**src/verilog/cpu_pkg.sv**
```systemverilog
`default_nettype none

package cpu_pkg;

    // data word width of the core.
    localparam int xlen = 32;

    // register index width.
    localparam int reg_addr_w = 5;

    // byte address width.
    localparam int addr_w = 32;

    // access size, same coding as memcnf in the pipeline.
    // none means the instruction does not touch memory.
    typedef enum logic [1:0] {
        mem_none = 2'd0,
        mem_byte = 2'd1,
        mem_half = 2'd2,
        mem_word = 2'd3
    } mem_size_t;

    // fetch pc before the first start.
    localparam logic [addr_w-1:0] pc_rst = '0;

    // number of bytes moved for one access size.
    function automatic logic [2:0] size_bytes(input mem_size_t size);
        logic [2:0] n;
        case (size)
            mem_byte: n = 3'd1;
            mem_half: n = 3'd2;
            mem_word: n = 3'd4;
            default: n = 3'd0;
        endcase
        return n;
    endfunction

endpackage

`default_nettype wire

```
**src/verilog/mem_port_if.sv**
```systemverilog
`default_nettype none

interface mem_port_if;

    // request level, held until the done cycle.
    logic req;
    // 1 for store, 0 for load.
    logic we;
    logic [cpu_pkg::addr_w-1:0] addr;
    cpu_pkg::mem_size_t size;
    logic [cpu_pkg::xlen-1:0] wdata;

    // read data, valid only while done is high.
    logic [cpu_pkg::xlen-1:0] rdata;
    // one-cycle completion pulse.
    logic done;

    // side that asks for an access.
    modport requester (
        output req, we, addr, size, wdata,
        input rdata, done
    );

    // side that carries out the access.
    modport server (
        input req, we, addr, size, wdata,
        output rdata, done
    );

endinterface

`default_nettype wire

```
**src/verilog/inst_fetch.sv**
```systemverilog
`default_nettype none

module inst_fetch (
    input wire clk,
    input wire rst,

    // start fetching at start_pc_i.
    input wire start_i,
    input wire [cpu_pkg::addr_w-1:0] start_pc_i,

    // instruction side request towards the arbiter.
    mem_port_if.requester fport,

    output logic [cpu_pkg::xlen-1:0] inst_o,
    output logic [cpu_pkg::addr_w-1:0] pc_o,
    output logic inst_valid_o
);

    // one instruction word ahead.
    localparam logic [cpu_pkg::addr_w-1:0] word_step = 4;

    logic running_q;
    logic [cpu_pkg::addr_w-1:0] pc_q;
    logic can_start;

    // a new start is only taken between requests.
    assign can_start = !running_q || fport.done;

    always_ff @(posedge clk) begin
        if (rst) begin
            running_q <= 1'b0;
            pc_q <= cpu_pkg::pc_rst;
        end else if (start_i && can_start) begin
            running_q <= 1'b1;
            pc_q <= start_pc_i;
        end else if (fport.done) begin
            pc_q <= pc_q + word_step;
        end
    end

    // word reads only, the pc register doubles as the held address.
    assign fport.req = running_q;
    assign fport.we = 1'b0;
    assign fport.addr = pc_q;
    assign fport.size = cpu_pkg::mem_word;
    assign fport.wdata = '0;

    // nothing is registered, the word is valid in the done cycle only.
    assign inst_o = fport.rdata;
    assign pc_o = pc_q;
    assign inst_valid_o = fport.done;

endmodule

`default_nettype wire

```
**src/flat_wrapper.sv**
```systemverilog
// flat-port wrapper written by rule: the top's interface ports become plain ports
module inst_fetch_flat 
  (clk, rst, start_i, start_pc_i, inst_o, pc_o, inst_valid_o, fport_req, fport_we, fport_addr, fport_size, fport_wdata, fport_rdata, fport_done);
  mem_port_if fport_i ();
  input wire clk;
  input wire rst;
  input wire start_i;
  input wire [cpu_pkg::addr_w-1:0] start_pc_i;
  output logic [cpu_pkg::xlen-1:0] inst_o;
  output logic [cpu_pkg::addr_w-1:0] pc_o;
  output logic inst_valid_o;
  output wire logic [$bits(fport_i.req)-1:0] fport_req;
  output wire logic [$bits(fport_i.we)-1:0] fport_we;
  output wire logic [$bits(fport_i.addr)-1:0] fport_addr;
  output wire logic [$bits(fport_i.size)-1:0] fport_size;
  output wire logic [$bits(fport_i.wdata)-1:0] fport_wdata;
  input wire logic [$bits(fport_i.rdata)-1:0] fport_rdata;
  input wire logic [$bits(fport_i.done)-1:0] fport_done;
  assign fport_req = fport_i.req;
  assign fport_we = fport_i.we;
  assign fport_addr = fport_i.addr;
  assign fport_size = fport_i.size;
  assign fport_wdata = fport_i.wdata;
  assign fport_i.rdata = fport_rdata;
  assign fport_i.done = fport_done;
  inst_fetch u_core (.clk(clk), .rst(rst), .start_i(start_i), .start_pc_i(start_pc_i), .fport(fport_i), .inst_o(inst_o), .pc_o(pc_o), .inst_valid_o(inst_valid_o));
endmodule
```
**config.mk**
```make
export PLATFORM = sky130hd
export DESIGN_NAME = inst_fetch_flat
export DESIGN_NICKNAME = d
export VERILOG_FILES = /design/src/verilog/cpu_pkg.sv /design/src/verilog/mem_port_if.sv /design/src/verilog/inst_fetch.sv /design/src/flat_wrapper.sv
export SDC_FILE = /design/constraint.sdc
export NUM_CORES = 1
export LEC_CHECK = 0
export ABC_AREA = 0
export BUFFER_PORTS_ARGS = -buffer_cell sky130_fd_sc_hd__buf_2
export CAP_MARGIN = 20
export CORE_UTILIZATION = 41
export CTS_BUF_LIST = sky130_fd_sc_hd__clkbuf_4
export DETAILED_ROUTE_END_ITERATION = 7
export PLACE_DENSITY = 0.83
export REMOVE_ABC_BUFFERS = 1
export SLEW_MARGIN = 30
export SYNTH_ARGS = -nofsm -noshare
export SYNTH_HDL_FRONTEND = slang
export SYNTH_SLANG_ARGS = --single-unit
```
**constraint.sdc**
```tcl
create_clock -name clk -period 3.01 [get_ports clk]
set_clock_uncertainty 0.05 [all_clocks]
set_input_delay 0.602 -clock clk [delete_from_list [all_inputs] [get_ports clk]]
set_output_delay 0.602 -clock clk [all_outputs]
set_load 0.03 [all_outputs]
```
; ---- Word level (Yosys, flattened, before mapping)
; Index checks and enable logic that the tools add are counted.
[totals]
wordCells = 9
ff_bits = 33
[op_classes]
reduce_logical = 4
muxes = 2
addsub = 1
[ops]
columns = op, n
row1 = $mux W32, 2
row2 = $add A32 B3 Y32 const B, 1
row3 = $reduce_bool A2 Y1, 1
row4 = $logic_and A1 B1 Y1, 1
row5 = $logic_not A1 Y1, 1
row6 = $logic_or A1 B1 Y1, 1

; ---- Depth between registers and ports, before layout
[depth]
word_depth = 4
ltp_mapped = 7
mapped_depth_nobuf = 5

; ---- Worst setup path before layout
; Ideal clock, no wire load.
[synth_path]
kind = register to register
start = register u_core.pc_q (netlist bit u_core.fport.addr[2])
end = register u_core.pc_q (netlist bit u_core.fport.addr[24])
required_ps = 2869
arrival_ps = 2186
period_less_slack_ps = 2327
path_slack_ps = 683
stages_incl_launch_ff = 7
path_buffers = 1
cell_sequence = dfxtp_1 ha_1 nand2_1 or4_1 clkbuf_1 or4_1 a311oi_1
[synth_between]
elab_chain_cells = 3
[synth_lines]
columns = element, line
row1 = from (decl), inst_fetch.sv:23  ; logic [cpu_pkg::addr_w-1:0] pc_q;
row2 = from (signal assigned), inst_fetch.sv:32  ; pc_q <= cpu_pkg::pc_rst;
row3 = from (signal assigned), inst_fetch.sv:35  ; pc_q <= start_pc_i;
row4 = from (signal assigned), inst_fetch.sv:37  ; pc_q <= pc_q + word_step;
row5 = $add A32 B3 Y32, inst_fetch.sv:37
row6 = $mux W32, inst_fetch.sv:36  ; end else if (fport.done) begin
row7 = $mux W32, inst_fetch.sv:33  ; end else if (start_i && can_start) begin
; Every way passes these cells. The select of a mux whose other input is x is not followed.
; A chain may end at the register's enable or synchronous reset.

; ---- Final worst setup path
[layout_path]
start = register u_core.pc_q (netlist bit u_core.fport.addr[2])
end = register u_core.pc_q (netlist bit u_core.fport.addr[22])
; The elaborated chain is that of the path after synthesis.

==> out/qor.txt <==
All-Layer GR Usage: 19.7%
Slew Limit Fails: 0
Crit-path slowest cell: or4_1
Distinct cells, synth: 36
Final worst slack: 702 ps
Root Buffer: clkbuf_4
Die W: 81.3 µm
Iter 0 DRT Violations: 61
Vias: 2,315
CP endpoint kind: flop
Hold crit path type: flop to flop
Input/output buffers: 101
CP Launch Type: flop
Critical Path Stages: 5
Synth Instances: 331
Post-synth EDFFs: 0
Most frequent CP cell: or4_1
Total CTS buffers: 5
Area fraction of the dominant cell type after synthesis: 29.1%
NumNets Final: 427
Vias in the first global route: 1,852
Arrival @ worst endpoint: 2500 ps
Synth Cell Area: 2580 µm²
Worst-path clk slew: 110 ps
Max incr delay on CP: 670 ps
Final Setup Violations: 0
Die height: 81.3 µm
Layout cells sized above 1: 32.1%
Synth Area per Inst: 7.79 µm²
Final min period: 2310 ps
Placeable Area: 5990 µm²
Commonest cells post-synth: buf_4 (100), dfxtp_1 (33), nor2_1 (32)
Worst-path maximum fanout: 8
Synth area leaders: buf_4 (29%), dfxtp_1 (26%), nor2_1 (4.7%), or4_1 (4.1%), nand2_1 (3.9%)
Fin Setup TNS: 0 ps
Multi-input logic area: 1200 µm²
Predominant post-synthesis flop cell: dfxtp_1
Initial antenna violation count: 0
Sink Count: 33
Worst Setup Slack post-DPL: 484 ps
Average wire per standard cell: 15.6 µm
WP data required: 3200 ps
Worst Tran Pin Value: 653 ps
Total number of yosys warnings: 0
Status: complete, no violations
CTS tree: yes
Tot Pwr: 1.13 mW
Period utilization: 76.7%
Yosys reg bits: 33
Maxcap violations: 0
# rows: 28
Global-route wire length before repair: 9.57 mm
Cell family with most CP delay: simple AND/OR/NAND/NOR gates
Leakage: 1.11 nW
Post_cts resized: 0
Vias per Instance: 5.35
Clock tree buffer depth: 2
Die ar.: 6610 µm²
Sequential fraction of the synthesis area: 25.6%
Cell Pwr Density: 445 nW/µm²
Area growth syn-to-layout: -1.41%
RSZ-0062 raised after global routing: no
Gpl congestion: 0.736
Postcts setup bufs: 0
# diodes: 0
# IOs: 201
H-tree depth: 2
Synth area leader: buf_4
Synth async-reset ratio: 0%
Worst Path Buf+Inv: 0
Initial Util: 43.0%
# DRC: 0
Worst-Skew Late Latency: 340 ps
Peak supply drop: 0.210 mV
Register area: 661 µm²
Final Hold Fails: 0
Routed WL: 6.74 mm
Congestion Overflow GR: 0
Slew HR: 56.5%
Reg2Reg Depth: 5
FILL cells: 633
Maximum number of pins on one net before global-route repair: 34
Post-CTS Hold Buffers: 0
Detailed-router iteration count before antenna repair: 4
Crit-path cells: ha_1 > nand2_1 > or4_1 > or4_1 > a311oi_1
F_max: 433 MHz
DP HPWL: 4.97 mm
Count leader, synth: buf_4
Antenna-violating nets left: 0
Core Util, Final: 42.4%
Hold path depth: 2
Worst Path Class, Setup: flop to flop
## kinds of logic (layout without fill, tap and decap cells)
group / count (synthesis) / in the layout / share of synthesized area (%)
buffers and inverters: 120 / 114 / 32.6
flip-flops: 33 / 33 / 25.6
AND/OR/NAND/NOR: 118 / 118 / 24.0
adder cells (fa/ha/maj): 1 / 1 / 0.485
XOR/XNOR: 9 / 9 / 3.06
AO/OA/AOI/OAI: 48 / 48 / 13.9
other: 2 / 35 / 0.291
## registers in the layout, indices dropped and copies added, names as in the netlist
register / flops
u_core.fport.req: 1
u_core.fport.addr: 32
## metal layers
| layer | up-vias | track usage [%] | wire length (µm) |
|---|---|---|---|
| met2 | 156 | 25.8 | 2630 |
| met4 | 2 | 4.82 | 61 |
| met3 | 10 | 11.3 | 846 |
| li1 | 1094 | - | - |
| met5 | - | 5.00 | 43 |
| met1 | 1053 | 26.6 | 3160 |
## final cells by class
class / instances / area share [%]
Clock buffer: 6 / 1.77
Clock inverter: 1 / 0.148
Inverter: 4 / 0.591
Multi-Input combinational cell: 211 / 47.3
Sequential cell: 33 / 26.0
Tap cell: 75 / 3.69
Timing Repair Buffer: 103 / 20.5
## metrics by stage
| step | hold WS (ps) | instance area (µm²) | std cells |
|---|---|---|---|
| floorplan | 572 | 1880 | 248 |
| global placement | 402 | 2490 | 426 |
| detailed placement | 411 | 2490 | 426 |
| CTS | 424 | 2540 | 433 |
| global route | 453 | 2540 | 433 |
| finish | 428 | 2540 | 433 |
## report_power, final
part | total (mW) | switching [mW] | internal, mW | leakage (nW)
clock network | 0.242 | 0.149 | 0.0938 | 0.0292
logic | 0.366 | 0.271 | 0.0946 | 0.811
registers | 0.524 | 0.0542 | 0.470 | 0.274
## cells in the final DEF, fill, tap and decap left out, drive strengths merged
| cell | instances |
|---|---|
| a311oi | 11 |
| xnor2 | 5 |
| nand2 | 27 |
| nor2b | 1 |
| nand4 | 8 |
| nand2b | 1 |
| or4 | 15 |
| o31ai | 9 |
| or4b | 1 |
| o211ai | 3 |
| nor4 | 5 |
| a211oi | 9 |
| inv | 4 |
| conb | 35 |
| a2111oi | 4 |
| and4 | 4 |
| xor2 | 4 |
| nand3 | 12 |
| or2 | 2 |
| clkinv | 1 |
| clkbuf | 6 |
| o21ai | 2 |
| o311ai | 1 |
| ha | 1 |
| a31oi | 5 |
| and3 | 1 |
| dfxtp | 33 |
| buf | 103 |
| a21oi | 4 |
| or3 | 5 |
| and2 | 1 |
| nor2 | 32 |
| nor3 | 3 |
## path summary, 6_finish.rpt
| check | start | to | slack (ps) |
|---|---|---|---|
| worst max register to register | u_core.fport.addr[2] | u_core.fport.addr[22] | 700 |
| worst min-delay path | u_core.fport.addr[0] | u_core.fport.addr[0] | 430 |
| worst min register to register | u_core.fport.addr[0] | u_core.fport.addr[0] | 430 |
| worst max-delay path | u_core.fport.addr[2] | u_core.fport.addr[22] | 700 |
## worst register-to-register path, cell delays in order, from the launching register on
cell and delay [ps]:
dfxtp_1 450, ha_1 270, nand2_1 70, or4_1 670, or4_1 450, a311oi_1 260
(Power assumes the default switching activity.)
