===== config.mk =====
export PLATFORM = sky130hd
export DESIGN_NAME = mem_arbiter_flat
export DESIGN_NICKNAME = d
export VERILOG_FILES = /design/src/verilog/cpu_pkg.sv /design/src/verilog/mem_port_if.sv /design/src/verilog/mem_arbiter.sv /design/src/flat_wrapper.sv
export SDC_FILE = /design/constraint.sdc
export NUM_CORES = 1
export LEC_CHECK = 0
export CORE_AREA = 2 2 119 121
export CTS_CLUSTER_SIZE = 14
export DETAILED_ROUTE_END_ITERATION = 8
export DIE_AREA = 0 0 121 123
export DONT_BUFFER_PORTS = 1
export MAX_ROUTING_LAYER = met4
export SYNTH_ARGS = -nofsm -noshare
export SYNTH_HDL_FRONTEND = slang
export SYNTH_SLANG_ARGS = --single-unit

===== constraint.sdc =====
create_clock -name clk -period 1.4 [get_ports clk]
set_input_delay 0.07 -clock clk [delete_from_list [all_inputs] [get_ports clk]]
set_output_delay 0.07 -clock clk [all_outputs]
set_load 0.01 [all_outputs]

===== src/verilog/cpu_pkg.sv =====
`default_nettype none

package cpu_pkg;

    // data word width of the core.
    localparam int xlen = 32;

    // register index width.
    localparam int reg_addr_w = 5;

    // byte address width.
    localparam int addr_w = 32;

    // access size, same coding as memcnf in the pipeline.
    // none means the instruction does not touch memory.
    typedef enum logic [1:0] {
        mem_none = 2'd0,
        mem_byte = 2'd1,
        mem_half = 2'd2,
        mem_word = 2'd3
    } mem_size_t;

    // fetch pc before the first start.
    localparam logic [addr_w-1:0] pc_rst = '0;

    // number of bytes moved for one access size.
    function automatic logic [2:0] size_bytes(input mem_size_t size);
        logic [2:0] n;
        case (size)
            mem_byte: n = 3'd1;
            mem_half: n = 3'd2;
            mem_word: n = 3'd4;
            default: n = 3'd0;
        endcase
        return n;
    endfunction

endpackage

`default_nettype wire


===== src/verilog/mem_port_if.sv =====
`default_nettype none

interface mem_port_if;

    // request level, held until the done cycle.
    logic req;
    // 1 for store, 0 for load.
    logic we;
    logic [cpu_pkg::addr_w-1:0] addr;
    cpu_pkg::mem_size_t size;
    logic [cpu_pkg::xlen-1:0] wdata;

    // read data, valid only while done is high.
    logic [cpu_pkg::xlen-1:0] rdata;
    // one-cycle completion pulse.
    logic done;

    // side that asks for an access.
    modport requester (
        output req, we, addr, size, wdata,
        input rdata, done
    );

    // side that carries out the access.
    modport server (
        input req, we, addr, size, wdata,
        output rdata, done
    );

endinterface

`default_nettype wire


===== src/verilog/mem_arbiter.sv =====
`default_nettype none

module mem_arbiter (
    input wire clk,
    input wire rst,

    // data side, wins when both ask in the same cycle.
    mem_port_if.server data_s,
    // instruction side.
    mem_port_if.server fetch_s,

    // shared path to the controller.
    mem_port_if.requester ctrl_m
);

    // an access is in flight, owner stays fixed until done.
    logic busy_q;
    // 1 when the data side owns the controller.
    logic owner_q;

    logic sel_data;
    logic grant_data;
    logic grant_fetch;

    // idle picks by priority, busy keeps the locked owner.
    assign sel_data = busy_q ? owner_q : data_s.req;

    assign grant_data = sel_data & data_s.req;
    assign grant_fetch = ~sel_data & fetch_s.req;

    always_ff @(posedge clk) begin
        if (rst) begin
            busy_q <= 1'b0;
            owner_q <= 1'b0;
        end else if (ctrl_m.done) begin
            busy_q <= 1'b0;
        end else if (!busy_q && ctrl_m.req) begin
            busy_q <= 1'b1;
            owner_q <= sel_data;
        end
    end

    // steering is combinational, no cycle is added.
    assign ctrl_m.req = grant_data | grant_fetch;
    assign ctrl_m.we = sel_data ? data_s.we : fetch_s.we;
    assign ctrl_m.addr = sel_data ? data_s.addr : fetch_s.addr;
    assign ctrl_m.size = sel_data ? data_s.size : fetch_s.size;
    assign ctrl_m.wdata = sel_data ? data_s.wdata : fetch_s.wdata;

    // read data is shared, done only reaches the owner.
    assign data_s.rdata = ctrl_m.rdata;
    assign fetch_s.rdata = ctrl_m.rdata;
    assign data_s.done = ctrl_m.done & sel_data;
    assign fetch_s.done = ctrl_m.done & ~sel_data;

endmodule

`default_nettype wire


===== src/flat_wrapper.sv =====
// flat-port wrapper written by rule: the top's interface ports become plain ports
module mem_arbiter_flat 
  (clk, rst, data_s_req, data_s_we, data_s_addr, data_s_size, data_s_wdata, data_s_rdata, data_s_done, fetch_s_req, fetch_s_we, fetch_s_addr, fetch_s_size, fetch_s_wdata, fetch_s_rdata, fetch_s_done, ctrl_m_req, ctrl_m_we, ctrl_m_addr, ctrl_m_size, ctrl_m_wdata, ctrl_m_rdata, ctrl_m_done);
  mem_port_if data_s_i ();
  mem_port_if fetch_s_i ();
  mem_port_if ctrl_m_i ();
  input wire clk;
  input wire rst;
  input wire logic [$bits(data_s_i.req)-1:0] data_s_req;
  input wire logic [$bits(data_s_i.we)-1:0] data_s_we;
  input wire logic [$bits(data_s_i.addr)-1:0] data_s_addr;
  input wire logic [$bits(data_s_i.size)-1:0] data_s_size;
  input wire logic [$bits(data_s_i.wdata)-1:0] data_s_wdata;
  output wire logic [$bits(data_s_i.rdata)-1:0] data_s_rdata;
  output wire logic [$bits(data_s_i.done)-1:0] data_s_done;
  input wire logic [$bits(fetch_s_i.req)-1:0] fetch_s_req;
  input wire logic [$bits(fetch_s_i.we)-1:0] fetch_s_we;
  input wire logic [$bits(fetch_s_i.addr)-1:0] fetch_s_addr;
  input wire logic [$bits(fetch_s_i.size)-1:0] fetch_s_size;
  input wire logic [$bits(fetch_s_i.wdata)-1:0] fetch_s_wdata;
  output wire logic [$bits(fetch_s_i.rdata)-1:0] fetch_s_rdata;
  output wire logic [$bits(fetch_s_i.done)-1:0] fetch_s_done;
  output wire logic [$bits(ctrl_m_i.req)-1:0] ctrl_m_req;
  output wire logic [$bits(ctrl_m_i.we)-1:0] ctrl_m_we;
  output wire logic [$bits(ctrl_m_i.addr)-1:0] ctrl_m_addr;
  output wire logic [$bits(ctrl_m_i.size)-1:0] ctrl_m_size;
  output wire logic [$bits(ctrl_m_i.wdata)-1:0] ctrl_m_wdata;
  input wire logic [$bits(ctrl_m_i.rdata)-1:0] ctrl_m_rdata;
  input wire logic [$bits(ctrl_m_i.done)-1:0] ctrl_m_done;
  assign data_s_i.req = data_s_req;
  assign data_s_i.we = data_s_we;
  assign data_s_i.addr = data_s_addr;
  assign data_s_i.size = data_s_size;
  assign data_s_i.wdata = data_s_wdata;
  assign data_s_rdata = data_s_i.rdata;
  assign data_s_done = data_s_i.done;
  assign fetch_s_i.req = fetch_s_req;
  assign fetch_s_i.we = fetch_s_we;
  assign fetch_s_i.addr = fetch_s_addr;
  assign fetch_s_i.size = fetch_s_size;
  assign fetch_s_i.wdata = fetch_s_wdata;
  assign fetch_s_rdata = fetch_s_i.rdata;
  assign fetch_s_done = fetch_s_i.done;
  assign ctrl_m_req = ctrl_m_i.req;
  assign ctrl_m_we = ctrl_m_i.we;
  assign ctrl_m_addr = ctrl_m_i.addr;
  assign ctrl_m_size = ctrl_m_i.size;
  assign ctrl_m_wdata = ctrl_m_i.wdata;
  assign ctrl_m_i.rdata = ctrl_m_rdata;
  assign ctrl_m_i.done = ctrl_m_done;
  mem_arbiter u_core (.clk(clk), .rst(rst), .data_s(data_s_i), .fetch_s(fetch_s_i), .ctrl_m(ctrl_m_i));
endmodule

# Word-level counts from Yosys, hierarchy flattened
# Cells that the tools add are included.
[word_totals]
regBits = 2
latchBits = 0
ram_bits = 0
rom_bits = 0
in_bits = 171
word_cells = 18
mem_count = 0
[classes]
add_sub_neg = 0
n_mul = 0
div = 0
magnitude_cmp = 0
eq_ne = 0
shifts = 0
muxes = 5
bitwise = 7
n_reduce_logical = 4
[ops]
columns = ["op", "count"]
rows = [
  ["32-bit 2-to-1 mux", 2],
  ["1-bit bitwise AND", 4],
  ["1-bit 2-to-1 mux", 2],
  ["2-bit 2-to-1 mux", 1],
  ["1-bit inverter", 2],
  ["2-bit AND reduction", 1],
  ["2-bit OR reduction", 1],
  ["1-bit logical AND", 1],
  ["1-bit zero test", 1],
  ["1-bit bitwise OR", 1],
]

# Longest topological paths before layout
[depth]
ltp_word = 6
mapped_depth = 4
mapped_depth_nobuf = 2

# Least setup slack after synthesis
# Ideal clock, no wire load.
[synth_path]
kind = "reg-to-output"
startpoint = "register u_core.busy_q"
endpoint = "output ctrl_m_addr[22]"
t_arrival_ns = 1.452
required_time_ns = 1.330
path_slack_ns = -0.122
stages_incl_launch_ff = 5
n_path_buf = 2
path_cell_list = "dfxtp_1 mux2i_1 buf_4 buf_4 mux2_1"
[synth_via]
elab_chain_cells = 2
[synth_lines]
columns = ["item", "line_no", "text"]
rows = [
  ["from (decl)", "mem_arbiter.sv:17", "logic busy_q;"],
  ["from (signal assigned)", "mem_arbiter.sv:33", "busy_q <= 1'b0;"],
  ["from (signal assigned)", "mem_arbiter.sv:36", "busy_q <= 1'b0;"],
  ["from (signal assigned)", "mem_arbiter.sv:38", "busy_q <= 1'b1;"],
  ["1-bit 2-to-1 mux", "mem_arbiter.sv:26", "assign sel_data = busy_q ? owner_q : data_s.req;"],
  ["32-bit 2-to-1 mux", "mem_arbiter.sv:46", "assign ctrl_m.addr = sel_data ? data_s.addr : fetch_s.addr;"],
  ["to (decl)", "flat_wrapper.sv:25", "output wire logic [$bits(ctrl_m_i.addr)-1:0] ctrl_m_addr;"],
]
# Every way passes these cells.

# Worst setup path in the final report
[layout_path]
startpoint = "register u_core.busy_q"
endpoint = "output ctrl_m_wdata[28]"
[layout_via]
elab_chain_cells = 2
[layout_lines]
columns = ["item", "line_no", "text"]
rows = [
  ["1-bit 2-to-1 mux", "mem_arbiter.sv:26", ""],
  ["32-bit 2-to-1 mux", "mem_arbiter.sv:48", "assign ctrl_m.wdata = sel_data ? data_s.wdata : fetch_s.wdata;"],
  ["to (decl)", "flat_wrapper.sv:27", "output wire logic [$bits(ctrl_m_i.wdata)-1:0] ctrl_m_wdata;"],
]
# Every way passes these cells.

==> summary.txt <==
Clk slew on worst S/H paths = 0.03 ns
Synth Instances = 152
Vias in the first global route = 993
Average wire per standard cell = 23.9 um
First-pass detailed-route iteration total = 3
Gate power share = 55.6%
Layout area overhead = 7.71%
Crit Path Max Fanout = 19
Clock power frac = 38.4%
Most common cell after layout, fill and taps aside = mux2_4
Final instance area = 1500 um2
Most frequent cells in the layout = mux2_4 (37), mux2_2 (30), clkbuf_16 (3), buf_16 (3)
Initial Util = 10.2%
Slew @ Worst Pin = 0.195 ns
Die X = 121 um
Final setup vio count = 68
IO Count = 305
Synth Net Count = 323
GP Congestion = 0.712
Crit path kind = reg -> out
CP delay by family, top = multiplexers
CP peak stage delay = 0.39 ns
Die Span Y = 123 um
Drt via density = 3.43
Yosys warning count = 0
CORE AREA = 13600 um2
Yosys cell types = 15
CTS Buf Count = 3
Min Tclk post-route = 1.62 ns
Worst setup EP type = primary output
Antenna Cells = 0
Largest net degree at the start of global routing = 20
Drt initial violations = 14
Grt ovf = 0
CTS tree = yes
Worst slew margin = 86.9%
Flops & latches, synth = 2
Worst Skew = 0.00333 ns
Hold Path Class = in -> reg
Fin crit share = 115%
ANT nets after route = 0
Run status = complete, but fails checks
Synth top area cells = mux2_2 (48%), buf_4 (36%), mux2_1 (6.5%)
Failing checks = setup timing
WP data required = 1.33 ns
Longest Clk Path Bufs = 2
Maxcap violations = 0
Number of fill cells = 1550
Die area = 14900 um2
Sw frac = 32.3%
Antenna violations before repair = 1
Hold Worst Slack = 0.0396 ns
Vias = 939
Setup TNS = -12.50 ns
Core Util, Final = 11.0%
Syn Std Cell Area = 1400 um2
HPWL Detailed = 5.30 mm
CP dominant cell by count = buf_12
NetSw = 359 uW
First-pass GRT wire length = 7.36 mm
Drt drc = 0
Top cell type's share of synthesized area = 47.6%
Share of cells above drive strength 1 = 89.4%
RSZ-0062 raised after global routing = true
Part of the Yosys area used for sequential elements = 2.87%
Internal = 754 uW
VDD IR max = 0.372 mV
CP bufs+invs = 2
Crit path arrival time = 1.55 ns
Final worst slack = -0.217 ns
Slew Viols, Final = 0
All-Layer GR Usage = 7.55%
Yosys top cell by area = mux2_2
Clk_lat worst skew = 0.22 ns
CP Cell Sequence = mux2i_4 -> buf_12 -> buf_12 -> mux2_2
Clock sink total = 2
Maximum clock rate = 618 MHz
Power Density = 741 nW/um2
Leakage = 0.594 nW
Row Count = 43
Area after DPL = 1170 um2
Fin. Hold Viols = 0
Root buffer cell = clkbuf_16
DRT Wirelength = 6.54 mm
Slowest-stage cell, CP = mux2_2
Number of H-tree levels = 1
Synth Area per Inst = 9.18 um2
CP Launch Type = flop
Nets@finish = 267
Sequential Power Share = 6.0%
Buffers added on ports = 0
==> path summary, 6_finish.rpt <==
| path | startpoint | endpoint | slack (ns) | cells after the start |
|---|---|---|---|---|
| setup / recovery | u_core.busy_q | ctrl_m_wdata[28] | -0.22 | 4 |
| hold / removal | data_s_req | u_core.busy_q | 0.04 | 2 |
| setup reg to reg | u_core.busy_q | u_core.owner_q | 0.11 | 3 |
| hold reg to reg | u_core.owner_q | u_core.owner_q | 0.52 | 2 |
==> stage by stage <==
stage | power [mW] | setup WS, ns | cells
6_report | 1.11 | -0.217 | 274
3_5_place_dp | 0.541 | -0.0101 | 265
5_1_grt | 1.16 | -0.267 | 274
4_1_cts | 1.11 | -0.221 | 274
2_1_floorplan | 0.656 | 0.0180 | 152
3_3_place_gp | 0.542 | 0.00344 | 265
==> cell usage after synthesis, drive strengths merged <==
| cell | count |
|---|---|
| nor3b | 1 |
| nor2b | 1 |
| mux2i | 2 |
| buf | 71 |
| a21oi | 1 |
| nor2 | 1 |
| dfxtp | 2 |
| and2 | 1 |
| o21ai | 1 |
| mux2 | 67 |
| nand2b | 1 |
| or4b | 1 |
| nor3 | 2 |
==> cell type report <==
type,instances,area (um2),share of cell area (%)
Multi-Input combinational cell,79,991,65.9
Tap cell,180,225,15.0
Timing Repair Buffer,10,169,11.2
Clock buffer,3,75.1,5.00
Sequential cell,2,42.5,2.83
==> registers in the layout, indices dropped and copies added (netlist names) <==
signal	flops
u_core.owner_q	1
u_core.busy_q	1
==> power groups by stage <==
stage / clock [mW] / sequential, mW / combinational, mW
after global routing: 0.438 / 0.0675 / 0.650
after CTS: 0.431 / 0.0666 / 0.611
after detailed placement: 0 / 0.0673 / 0.474
after floorplan: 0 / 0.0661 / 0.590
final: 0.428 / 0.0669 / 0.619
after global placement: 0 / 0.0668 / 0.475
==> cells by family after synthesis <==
kind of cell	count (synthesis)	share of synthesized area, %
DFF	2	2.87
and+or+nand+nor	8	3.59
muxes	69	55.5
buffers and inverters	71	37.3
AOI/OAI and AO/OA	2	0.717
==> what timing repair did <==
action,4_1_cts,5_1_grt
pin swaps,0,0
setup buffers,2,0
hold buffers,2,0
endpoints found under the setup margin,68,69
hold endpoints to repair,1,0
resized for setup,36,8
cloned,2,0
==> metal layers <==
metal  vias to the layer above  part of all wire [%]  wire length, um  track usage [%]
met3                        36                    11              708             1.48
met1                       413                    32             2120             7.59
met4                         0                   6.9              449             5.67
li1                        348                     -                -                -
met5                         -                     0                0                -
met2                       142                    50             3260             13.0
No activity file was read; power rests on OpenSTA's default activity.
