File: config.mk
export PLATFORM = sky130hd
export DESIGN_NAME = mem_access_flat
export DESIGN_NICKNAME = d
export VERILOG_FILES = /design/src/verilog/cpu_pkg.sv /design/src/verilog/mem_port_if.sv /design/src/verilog/mem_access.sv /design/src/flat_wrapper.sv
export SDC_FILE = /design/constraint.sdc
export NUM_CORES = 1
export LEC_CHECK = 0
export BUFFER_PORTS_ARGS = -buffer_cell sky130_fd_sc_hd__buf_2
export CAP_MARGIN = 25
export CELL_PAD_IN_SITES_DETAIL_PLACEMENT = 0
export CELL_PAD_IN_SITES_GLOBAL_PLACEMENT = 1
export CORE_ASPECT_RATIO = 2
export CORE_MARGIN = 5
export CORE_UTILIZATION = 31
export DETAILED_ROUTE_END_ITERATION = 10
export MAX_ROUTING_LAYER = met4
export PLACE_DENSITY = 0.94
export SLEW_MARGIN = 10
export SYNTH_ARGS = -nofsm -noshare
export SYNTH_HDL_FRONTEND = slang
export SYNTH_SLANG_ARGS = --single-unit
File: constraint.sdc
create_clock -name clk -period 3.9 [get_ports clk]
set_clock_uncertainty 0.2 [all_clocks]
set_input_delay 0.39 -clock clk [delete_from_list [all_inputs] [get_ports clk]]
set_output_delay 0.39 -clock clk [all_outputs]
set_load 0.01 [all_outputs]
File: src/verilog/cpu_pkg.sv
`default_nettype none

package cpu_pkg;

    // data word width of the core.
    localparam int xlen = 32;

    // register index width.
    localparam int reg_addr_w = 5;

    // byte address width.
    localparam int addr_w = 32;

    // access size, same coding as memcnf in the pipeline.
    // none means the instruction does not touch memory.
    typedef enum logic [1:0] {
        mem_none = 2'd0,
        mem_byte = 2'd1,
        mem_half = 2'd2,
        mem_word = 2'd3
    } mem_size_t;

    // fetch pc before the first start.
    localparam logic [addr_w-1:0] pc_rst = '0;

    // number of bytes moved for one access size.
    function automatic logic [2:0] size_bytes(input mem_size_t size);
        logic [2:0] n;
        case (size)
            mem_byte: n = 3'd1;
            mem_half: n = 3'd2;
            mem_word: n = 3'd4;
            default: n = 3'd0;
        endcase
        return n;
    endfunction

endpackage

`default_nettype wire

File: src/verilog/mem_port_if.sv
`default_nettype none

interface mem_port_if;

    // request level, held until the done cycle.
    logic req;
    // 1 for store, 0 for load.
    logic we;
    logic [cpu_pkg::addr_w-1:0] addr;
    cpu_pkg::mem_size_t size;
    logic [cpu_pkg::xlen-1:0] wdata;

    // read data, valid only while done is high.
    logic [cpu_pkg::xlen-1:0] rdata;
    // one-cycle completion pulse.
    logic done;

    // side that asks for an access.
    modport requester (
        output req, we, addr, size, wdata,
        input rdata, done
    );

    // side that carries out the access.
    modport server (
        input req, we, addr, size, wdata,
        output rdata, done
    );

endinterface

`default_nettype wire

File: src/verilog/mem_access.sv
`default_nettype none

module mem_access (
    input wire clk,
    input wire rst,

    // from the execute stage.
    input wire [cpu_pkg::reg_addr_w-1:0] wd_i,
    input wire wreg_i,
    input wire [cpu_pkg::xlen-1:0] wdata_i,
    input wire [cpu_pkg::addr_w-1:0] memaddr_i,
    // 0 for load, 1 for store.
    input wire memwr_i,
    input wire cpu_pkg::mem_size_t memcnf_i,
    // only meaningful for loads.
    input wire memsigned_i,

    // data side request towards the arbiter.
    mem_port_if.requester dport,

    // to writeback.
    output logic [cpu_pkg::reg_addr_w-1:0] wd_o,
    output logic wreg_o,
    output logic [cpu_pkg::xlen-1:0] wdata_o,

    output logic mem_stall_o
);

    logic is_mem;
    // set once the request is out and still waiting for done.
    logic pending_q;

    // request fields frozen after the first cycle.
    logic we_q;
    logic [cpu_pkg::addr_w-1:0] addr_q;
    cpu_pkg::mem_size_t size_q;
    logic [cpu_pkg::xlen-1:0] wdata_q;

    cpu_pkg::mem_size_t cur_size;
    logic [cpu_pkg::xlen-1:0] load_data;

    assign is_mem = (memcnf_i != cpu_pkg::mem_none);

    always_ff @(posedge clk) begin
        if (rst) begin
            pending_q <= 1'b0;
        end else if (dport.done) begin
            pending_q <= 1'b0;
        end else if (is_mem) begin
            pending_q <= 1'b1;
        end
    end

    // capture in the first cycle, then hold for the rest of the access.
    always_ff @(posedge clk) begin
        if (!pending_q) begin
            we_q <= memwr_i;
            addr_q <= memaddr_i;
            size_q <= memcnf_i;
            wdata_q <= wdata_i;
        end
    end

    // first cycle comes straight from the inputs, later cycles from the capture.
    assign cur_size = pending_q ? size_q : memcnf_i;

    assign dport.req = pending_q | is_mem;
    assign dport.we = pending_q ? we_q : memwr_i;
    assign dport.addr = pending_q ? addr_q : memaddr_i;
    assign dport.size = cur_size;
    assign dport.wdata = pending_q ? wdata_q : wdata_i;

    // load extension, the half extends from bit 15.
    always_comb begin
        case (cur_size)
            cpu_pkg::mem_byte: begin
                load_data = {{24{memsigned_i & dport.rdata[7]}}, dport.rdata[7:0]};
            end
            cpu_pkg::mem_half: begin
                load_data = {{16{memsigned_i & dport.rdata[15]}}, dport.rdata[15:0]};
            end
            default: begin
                load_data = dport.rdata;
            end
        endcase
    end

    always_comb begin
        // non-memory instruction goes straight through.
        wd_o = wd_i;
        wreg_o = wreg_i;
        wdata_o = wdata_i;
        mem_stall_o = 1'b0;
        if (is_mem) begin
            if (dport.done) begin
                // result cycle, a store writes no register.
                wreg_o = wreg_i & ~memwr_i;
                if (!memwr_i) begin
                    wdata_o = load_data;
                end
            end else begin
                // bubble while the access is in flight.
                wreg_o = 1'b0;
                wdata_o = '0;
                mem_stall_o = 1'b1;
            end
        end
    end

endmodule

`default_nettype wire

File: src/flat_wrapper.sv
// flat-port wrapper written by rule: the top's interface ports become plain ports
module mem_access_flat 
  (clk, rst, wd_i, wreg_i, wdata_i, memaddr_i, memwr_i, memcnf_i, memsigned_i, wd_o, wreg_o, wdata_o, mem_stall_o, dport_req, dport_we, dport_addr, dport_size, dport_wdata, dport_rdata, dport_done);
  mem_port_if dport_i ();
  input wire clk;
  input wire rst;
  input wire [cpu_pkg::reg_addr_w-1:0] wd_i;
  input wire wreg_i;
  input wire [cpu_pkg::xlen-1:0] wdata_i;
  input wire [cpu_pkg::addr_w-1:0] memaddr_i;
  input wire memwr_i;
  input wire cpu_pkg::mem_size_t memcnf_i;
  input wire memsigned_i;
  output logic [cpu_pkg::reg_addr_w-1:0] wd_o;
  output logic wreg_o;
  output logic [cpu_pkg::xlen-1:0] wdata_o;
  output logic mem_stall_o;
  output wire logic [$bits(dport_i.req)-1:0] dport_req;
  output wire logic [$bits(dport_i.we)-1:0] dport_we;
  output wire logic [$bits(dport_i.addr)-1:0] dport_addr;
  output wire logic [$bits(dport_i.size)-1:0] dport_size;
  output wire logic [$bits(dport_i.wdata)-1:0] dport_wdata;
  input wire logic [$bits(dport_i.rdata)-1:0] dport_rdata;
  input wire logic [$bits(dport_i.done)-1:0] dport_done;
  assign dport_req = dport_i.req;
  assign dport_we = dport_i.we;
  assign dport_addr = dport_i.addr;
  assign dport_size = dport_i.size;
  assign dport_wdata = dport_i.wdata;
  assign dport_i.rdata = dport_rdata;
  assign dport_i.done = dport_done;
  mem_access u_core (.clk(clk), .rst(rst), .wd_i(wd_i), .wreg_i(wreg_i), .wdata_i(wdata_i), .memaddr_i(memaddr_i), .memwr_i(memwr_i), .memcnf_i(memcnf_i), .memsigned_i(memsigned_i), .dport(dport_i), .wd_o(wd_o), .wreg_o(wreg_o), .wdata_o(wdata_o), .mem_stall_o(mem_stall_o));
endmodule
**Word-level counts from Yosys, hierarchy flattened**

Cells that the tools add are included.

- Input bits: 109
- Logic and storage cells: 26
- Bits in registers: 68

- Multiplexer cells: 12
- Equality and inequality tests: 2
- Reduce and logical (&&, ||, !) cells: 2
- Bitwise logic cells: 5

Operators with widths:

| operator | count |
|---|---|
| $mux 32 | 5 |
| $pmux 32 s2 | 1 |
| $mux 1 | 5 |
| $and 1x1->1 | 3 |
| $eq 2x1->1 const B | 1 |
| $eq 2x2->1 const B | 1 |
| $mux 2 | 1 |
| $reduce_bool 2->1 | 1 |
| $reduce_or 2->1 | 1 |
| $not 1->1 | 1 |
| $or 1x1->1 | 1 |

**Logic depth before layout (Yosys ltp)**

Gate-level depths: netlist of run 1.

- Word-level depth: 6
- Depth in mapped cells: 10

**Least setup slack after synthesis of run 1**

OpenSTA, ideal clock, no wires.

- Path kind: register -> output
- From: register u_core.pending_q
- To: output wdata_o[20] (netlist bit)
- Buffers on the path: 4
- Data required time: 3,310 ps
- Path slack: 935 ps
- Cell stages (with the launch flop): 10
- Arrival time: 2,375 ps
- Cells stage by stage: dfxtp_1 clkbuf_1 buf_2 buf_2 mux2i_1 inv_1 ha_1 clkbuf_1 or2b_1 a32o_1

- Longest elaborated chain between the ends: 6

Ends and longest elaborated chain:

| item | line | text |
|---|---|---|
| start, declared | mem_access.sv:31 | `logic pending_q;` |
| start signal, assigned | mem_access.sv:46 | `pending_q <= 1'b0;` |
| start signal, assigned | mem_access.sv:48 | `pending_q <= 1'b0;` |
| start signal, assigned | mem_access.sv:50 | `pending_q <= 1'b1;` |
| $mux 2 (*) | - |  |
| net dport_size[1] | flat_wrapper.sv:21 | `output wire logic [$bits(dport_i.size)-1:0] dport_size;` |
| $eq 2x2->1 / $eq 2x1->1 (equally long branches) | mem_access.sv:75 | `case (cur_size)` |
| $pmux 32 s2 (*) | mem_access.sv:75 |  |
| $mux 32 (*) | mem_access.sv:98 | `if (!memwr_i) begin` |
| $mux 32 (*) | mem_access.sv:95 | `if (dport.done) begin` |
| $mux 32 (*) | mem_access.sv:94 | `if (is_mem) begin` |
| end, declared | flat_wrapper.sv:16 | `output logic [cpu_pkg::xlen-1:0] wdata_o;` |

Mark *: on every way through the listed nets, which the timed path passes. The rest lies on a longest branch.

**Worst setup path in the final report of run 1**

- From: register u_core.pending_q
- To: output wdata_o[11] (netlist bit)

- Longest elaborated chain between the ends: 6

Ends and longest elaborated chain:

| item | line |
|---|---|
| $mux 2 (*) | - |
| $eq 2x2->1 / $eq 2x1->1 (equally long branches) | mem_access.sv:75 |
| $pmux 32 s2 (*) | mem_access.sv:75 |
| $mux 32 (*) | mem_access.sv:98 |
| $mux 32 (*) | mem_access.sv:95 |
| $mux 32 (*) | mem_access.sv:94 |

Every way passes the cells marked *; elsewhere a longest branch is shown, timed or not.

==> impl_metrics.csv, run 1 <==
group,metric,value,unit
run_status,status,"completed",
drt,drc,0,
placed_design,placedCellCount,545,
clocking,clock_sinks,68,
pwr,vdd_ir_drop_max,0.0002014,V
worst_setup_path,path_delay_family,"compound AO/OA/AOI/OAI gates",
grt,first_global_vias,2814,
yosys,ys_warn_count,0,
cells_and_area,fill_cells,911,
pwr,p_clk_share,39.3,%
pwr,p_leak,2.023,nW
die,io_pins,216,
grt,grt_pass1_wl,14.26,mm
worst_setup_path,crit_cells,8,
timing,relSlewSlack,41.79,%
clocking,cts_buffers,9,
cells_and_area,layout-drive-gt1-share,64.33,%
grt,groute.usage.overall,16.35,%
cells_and_area,stdcell_count,561,
worst_setup_path,cp_common_cell,"inv_1",
pwr,power_switching,560.8,µW
grt,grt_overflow_total,0,
clocking,clock_latency,320,ps
yosys,netlist_top_cells_area,"dfxtp_1 47%, mux2_2 25%, a32o_1 5.5%, nand2b_1 2.8%, a211oi_1 2.1%",
clocking,cts_tree,"done",
yosys,synthesis.instances,256,
die,die-area,0.01154,mm²
worst_setup_path,path_class,"reg2out",
worst_setup_path,ff2ff_path_depth,2,
pwr,power_density,463.0,mW/mm²
timing,setup_slack,698.0,ps
timing,maxSlewViolCount,0,
cells_and_area,antenna_cells,0,
cells_and_area,nets,563,
clocking,ctsLongestPathBuffers,2,
pwr,sequentialPowerShare,39.4,%
timing,setup_viol,0,
die,die_h,147.0,µm
worst_setup_path,critPathBufInv,4,
placed_design,portBuffers,205,
yosys,synthDistinctLibCells,28,
worst_setup_path,cpMaxStageDelayCell,"a41oi_1",
drt,via_per_inst,4.761,
yosys,syn_area,0.002910,mm²
yosys,synth_simple_gate_area_share,8.126,%
drt,wl_per_cell,16.60,µm
yosys,synth_top_area_share,46.78,%
yosys,syn_nets,367,
worst_setup_path,worst-endpoint-required,3310,ps
worst_setup_path,critPathArrivalTime,2610,ps
grt,antenna_found_initial,0,
worst_setup_path,cp-start-kind,"register",
drt,finalWirelength,9.315,mm
timing,hold_viol,0,
yosys,syn_area_per_cell,11.37,µm²
yosys,synthAdderAreaFrac,0.8598,%
yosys,synth-compound-area-share,12.73,%
die,start_util,31.43,%
cells_and_area,fin_util,45.59,%
drt,vias,2671,
placed_design,dp_slack,896.3,ps
worst_setup_path,slowest_delay,600,ps
timing,rsz0062_at_grt,"no",
placed_design,dp_hpwl,7.481,mm
hold_path,hp-class,"in2reg",
clocking,ctsRootBufferMaster,"clkbuf_16",
worst_setup_path,worstPathMaxFanout,25,
clocking,clkTransAtPathRegs,60,ps
yosys,synth_top_family_by_area,"multiplexers",
timing,fmax,312.3,MHz
clocking,cts_setup_buffers,0,
grt,grt_max_degree,67,
clocking,cts_htree_levels,3,
drt,drt_iter0_markers,51,
die,num_rows,50,
yosys,synthXorXnorAreaFrac,0,%
timing,tightest_slew,873.2,ps
pwr,pwr-share-comb,21.3,%
timing,period_needed,3202,ps
pwr,switching_share,28.69,%
yosys,synth-seq-area-share,46.78,%
die,core,0.009259,mm²
timing,period_share,82.10,%
job,cap_viol_max_count,0,
worst_setup_path,critPathCaptureType,"primary output",
drt,dr.pass1.iters,4,
die,die_w,78.51,µm
yosys,synth_top_area_cell,"dfxtp_1",
placed_design,routabilityCongestion,0.7596,
timing,setup_tns,0,ps
clocking,cts_resized,0,
hold_path,hold_depth,2,
cells_and_area,synthToLayoutAreaGrowth,45.06,%
drt,ant_nets,0,
worst_setup_path,cp_cell_sequence,"mux2i_1 > inv_1 > ha_1 > buf_4 > inv_1 > a41oi_1 > a211oi_1 > buf_2",
clocking,hold_buffers,0,
yosys,muxShareOfSynthArea,25.84,%
pwr,p_int,1.394,mW
yosys,synth-seq-cells,68,
power by group through the flow:
| stage | Combinational (mW) | Sequential [mW] | Clock, mW |
|---|---|---|---|
| 3_5_place_dp | 0.422 | 0.786 | 0 |
| 6_report | 0.416 | 0.770 | 0.768 |
| 2_1_floorplan | 0.251 | 0.779 | 0 |
| 3_3_place_gp | 0.415 | 0.782 | 0 |
| 5_1_grt | 0.456 | 0.775 | 0.828 |
| 4_1_cts | 0.424 | 0.771 | 0.797 |
sequential cells by signal, indices dropped and copies added (netlist names):
register          cells
u_core.we_q           1
u_core.size_q         2
u_core.pending_q      1
u_core.wdata_q       32
u_core.addr_q        32
per-stage QoR:
stage | hold WS [ps] | instance area [µm²] | total power [mW]
2_1_floorplan | 265.1 | 2910 | 1.030
3_3_place_gp | 250.8 | 3936 | 1.197
3_5_place_dp | 254.7 | 3936 | 1.209
4_1_cts | 9.075 | 4222 | 1.991
5_1_grt | 21.38 | 4222 | 2.059
6_report | 24.94 | 4222 | 1.955
cell families after synthesis:
logic type / after synthesis
adder cells (fa/ha/maj): 2
flip-flops: 68
AND/OR/NAND/NOR: 45
AO/OA/AOI/OAI: 47
buffers and inverters: 27
multiplexers: 67
cell usage in the layout (no fill, tap or decap), types with 2 or more instances in the layout:
| cell type | n |
|---|---|
| inv_6 | 2 |
| dfxtp_1 | 67 |
| or2b_1 | 3 |
| buf_4 | 2 |
| inv_1 | 5 |
| nand2_1 | 16 |
| buf_2 | 205 |
| mux2_2 | 65 |
| nor2_4 | 2 |
| a21oi_1 | 8 |
| o21ai_0 | 8 |
| nor2_1 | 8 |
| clkinvlp_4 | 3 |
| clkbuf_16 | 9 |
| nand2b_1 | 13 |
| a211oi_1 | 8 |
| mux2i_1 | 2 |
| a32o_1 | 16 |
| ha_1 | 2 |
worst reg2reg max path, delay by kind of cell (launching register included):
kind | cells | cell delay (ps)
muxes | 1 | 450
buffers and inverters | 1 | 660
DFF | 1 | 350
synthesized netlist by cell type, drive strengths merged:
cell / count
a211oi: 8
a21oi: 8
a22oi: 1
a32o: 16
a41oi: 1
and2: 1
buf: 19
clkbuf: 3
dfxtp: 68
ha: 2
inv: 5
mux2: 65
mux2i: 2
nand2: 16
nand2b: 13
nor2: 10
nor3b: 1
o21ai: 9
o21ba: 2
o21bai: 1
o22ai: 1
or2b: 3
or3: 1
cell type report:
cell class	instances	area, µm²	area share, %
Sequential cell	68	1363	32.28
Timing Repair Buffer	207	1041	24.66
Tap cell	104	130.1	3.082
Clock inverter	7	60.06	1.423
Clock buffer	9	225.2	5.335
Multi-Input combinational cell	161	1384	32.78
Inverter	5	18.77	0.4446
layer usage:
layer / global-route usage, % / part of all wire [%] / up-vias
met5: - / 0 / -
met4: 6.830 / 2.5 / 0
met3: 4.724 / 7.9 / 20
met2: 30.37 / 55 / 134
met1: 15.19 / 34 / 1214
li1: - / - / 1303
path summary, 6_finish.rpt:
kind                                        from  slack (ps)                 to
worst max-delay path            u_core.pending_q         700        wdata_o[11]
worst min-delay path                         rst          20   u_core.pending_q
worst max register to register  u_core.pending_q        2130  u_core.addr_q[25]
worst min register to register  u_core.addr_q[1]         270   u_core.addr_q[1]
(Power assumes the default switching activity.)
==> run 2, diff against run 1 <==
- CORE_UTILIZATION: 31 -> 26
- PLACE_DENSITY: 0.94 -> 0.85
- clock period: 3.9 -> 2.9 ns (I/O delays scaled with it)
==> impl_metrics.csv, run 2 (synthesis gave the netlist of run 1 again) <==
group,metric,value,unit
pwr,vdd_ir_drop_max,0.0002727,V
drt,met2_wirelength,4.978,mm
worst_setup_path,path_delay_family,"compound AO/OA/AOI/OAI gates",
timing,fmax,366.1,MHz
clocking,ctsRootBufferMaster,"clkbuf_16",
drt,vias,2748,
drt,dr.pass1.iters,4,
die,io_pins,216,
clocking,cts_tree,"done",
worst_setup_path,slowest_delay,360,ps
worst_setup_path,reg2reg_from,"u_core.pending_q",
pwr,power_switching,750.3,µW
worst_setup_path,cp-start-kind,"register",
worst_setup_path,cpMaxStageDelayCell,"dfxtp_2",
worst_setup_path,rr_endpoint,"u_core.pending_q",
job,cap_viol_max_count,0,
worst_setup_path,worstPathMaxFanout,16,
worst_setup_path,critPathArrivalTime,2240,ps
placed_design,placedCellCount,583,
timing,tightest_slew,452.7,ps
grt,antenna_found_initial,0,
cells_and_area,multiInputGateArea,0.001399,mm²
grt,grt_overflow_total,0,
cells_and_area,seq_area,0.001363,mm²
grt,grt_pass1_wl,14.85,mm
pwr,pwr-share-comb,22.5,%
cells_and_area,antenna_cells,0,
cells_and_area,top_regs,"u_core.addr_q: 32 flops, u_core.wdata_q: 32 flops, u_core.size_q: 2 flops",
worst_setup_path,ff2ff_path_depth,4,
drt,top_layer_used,"met4",
run_status,status,"completed",
cells_and_area,synthToLayoutAreaGrowth,54.47,%
cells_and_area,stdcell_count,618,
cells_and_area,fill_cells,1080,
grt,first_global_vias,2957,
die,num_rows,54,
cells_and_area,nets,584,
drt,finalWirelength,9.491,mm
timing,period_share,94.18,%
placed_design,routabilityCongestion,0.8482,
clocking,clock_sinks,68,
die,die_h,159.6,µm
drt,ant_nets,0,
timing,relSlewSlack,69.82,%
drt,drt_iter0_markers,90,
drt,wl_met3,958,µm
worst_setup_path,cp_cell_sequence,"mux2i_1 > inv_1 > ha_1 > a22oi_1 > o21ai_4 > buf_12 > a32o_1 > buf_2",
timing,setup_viol,0,
hold_path,min-delay-start,"memaddr_i[13]",
drt,via_per_inst,4.447,
timing,maxSlewViolCount,0,
worst_setup_path,path_class,"reg2out",
worst_setup_path,critPathCaptureType,"primary output",
hold_path,worstHoldEndpoint,"u_core.addr_q[13]",
pwr,sequentialPowerShare,39.1,%
hold_path,hp-class,"in2reg",
pwr,power_density,589.9,mW/mm²
cells_and_area,layout_common_cells,"205 x buf_2, 67 x dfxtp_1, 65 x mux2_2",
clocking,clkTransAtPathRegs,60,ps
die,die-area,0.01354,mm²
cells_and_area,fin_util,41.07,%
timing,hold_viol,0,
cells_and_area,layout-drive-gt1-share,62.34,%
hold_path,hold_depth,2,
timing,setup_tns,0,ps
timing,period_needed,2731,ps
worst_setup_path,rrSetupSlack,840,ps
cells_and_area,final_common_cell,"buf_2",
placed_design,portBuffers,205,
die,die_w,84.81,µm
clocking,clock_latency,320,ps
drt,wl_met1,3.205,mm
clocking,cts_htree_levels,3,
pwr,p_int,1.901,mW
timing,rsz0062_at_grt,"no",
pwr,switching_share,28.30,%
drt,drc,0,
die,core,0.01095,mm²
worst_setup_path,worst-endpoint-required,2410,ps
clocking,cts_buffers,9,
die,start_util,26.59,%
drt,wl_per_cell,15.36,µm
pwr,p_clk_share,38.4,%
clocking,ctsLongestPathBuffers,2,
placed_design,dp_hpwl,7.668,mm
worst_setup_path,critPathBufInv,3,
grt,groute.usage.overall,14.29,%
pwr,p_leak,2.123,nW
grt,grt_max_degree,34,
run 2: cell types whose count changed in the layout (fill, tap and decap cells not counted):
cell	before	now
a41oi_1	1	0
a41oi_2	0	1
buf_12	0	1
buf_4	2	4
clkinv_4	1	2
clkinvlp_4	3	2
dlygate4sd3_1	0	18
inv_6	2	3
inv_8	1	0
o21ai_2	1	0
o21ai_4	0	1
run 2: power groups by stage:
stage	logic, mW	registers, mW	clock network (mW)
global placement	0.561	1.05	0
finish	0.597	1.04	1.02
floorplan	0.337	1.05	0
global route	0.655	1.04	1.10
detailed placement	0.570	1.06	0
CTS	0.595	1.04	1.06
run 2: area by class of cell:
class                           instances  share of cell area [%]
Clock buffer                            9                   5.010
Inverter                                5                  0.4175
Sequential cell                        68                   30.31
Timing Repair Buffer                  228                   27.94
Clock inverter                          7                   1.308
Multi-Input combinational cell        161                   31.12
Tap cell                              140                   3.896
run 2: worst max path at each step:
| stage | from | to | slack, ps | depth (start not counted) |
|---|---|---|---|---|
| after detailed placement | memcnf_i[1] | wdata_o[12] | 320 | 8 |
| after floorplan | u_core.pending_q | wdata_o[20] | 40 | 9 |
| after CTS | u_core.pending_q | wdata_o[19] | 140 | 6 |
| after global placement | memcnf_i[0] | wdata_o[16] | 370 | 7 |
| after global routing | u_core.pending_q | wdata_o[9] | 20 | 7 |
| final | u_core.pending_q | wdata_o[19] | 170 | 8 |
run 2: layer usage:
metal	vias to the layer above	global-route usage, %
li1	1348	-
met1	1219	13.29
met2	156	25.80
met3	25	4.642
met4	0	6.772
met5	-	-
run 2: what timing repair did:
action	4_1_cts	5_1_grt
hold endpoints to repair	17	0
endpoints found under the setup margin	2	1
pin swaps	0	1
setup buffers	0	1
hold buffers	18	0
gates resized for setup	2	0
run 2: per-stage QoR:
step,hold slack [ps],worst slack (ps),instance area (µm²),power [mW]
floorplan,165.1,35.06,2910,1.386
global placement,250.9,370.9,3996,1.613
global route,0.7379,18.01,4496,2.801
detailed placement,254.8,315.9,3996,1.626
finish,10.93,168.7,4496,2.652
CTS,0.9339,139.6,4476,2.691
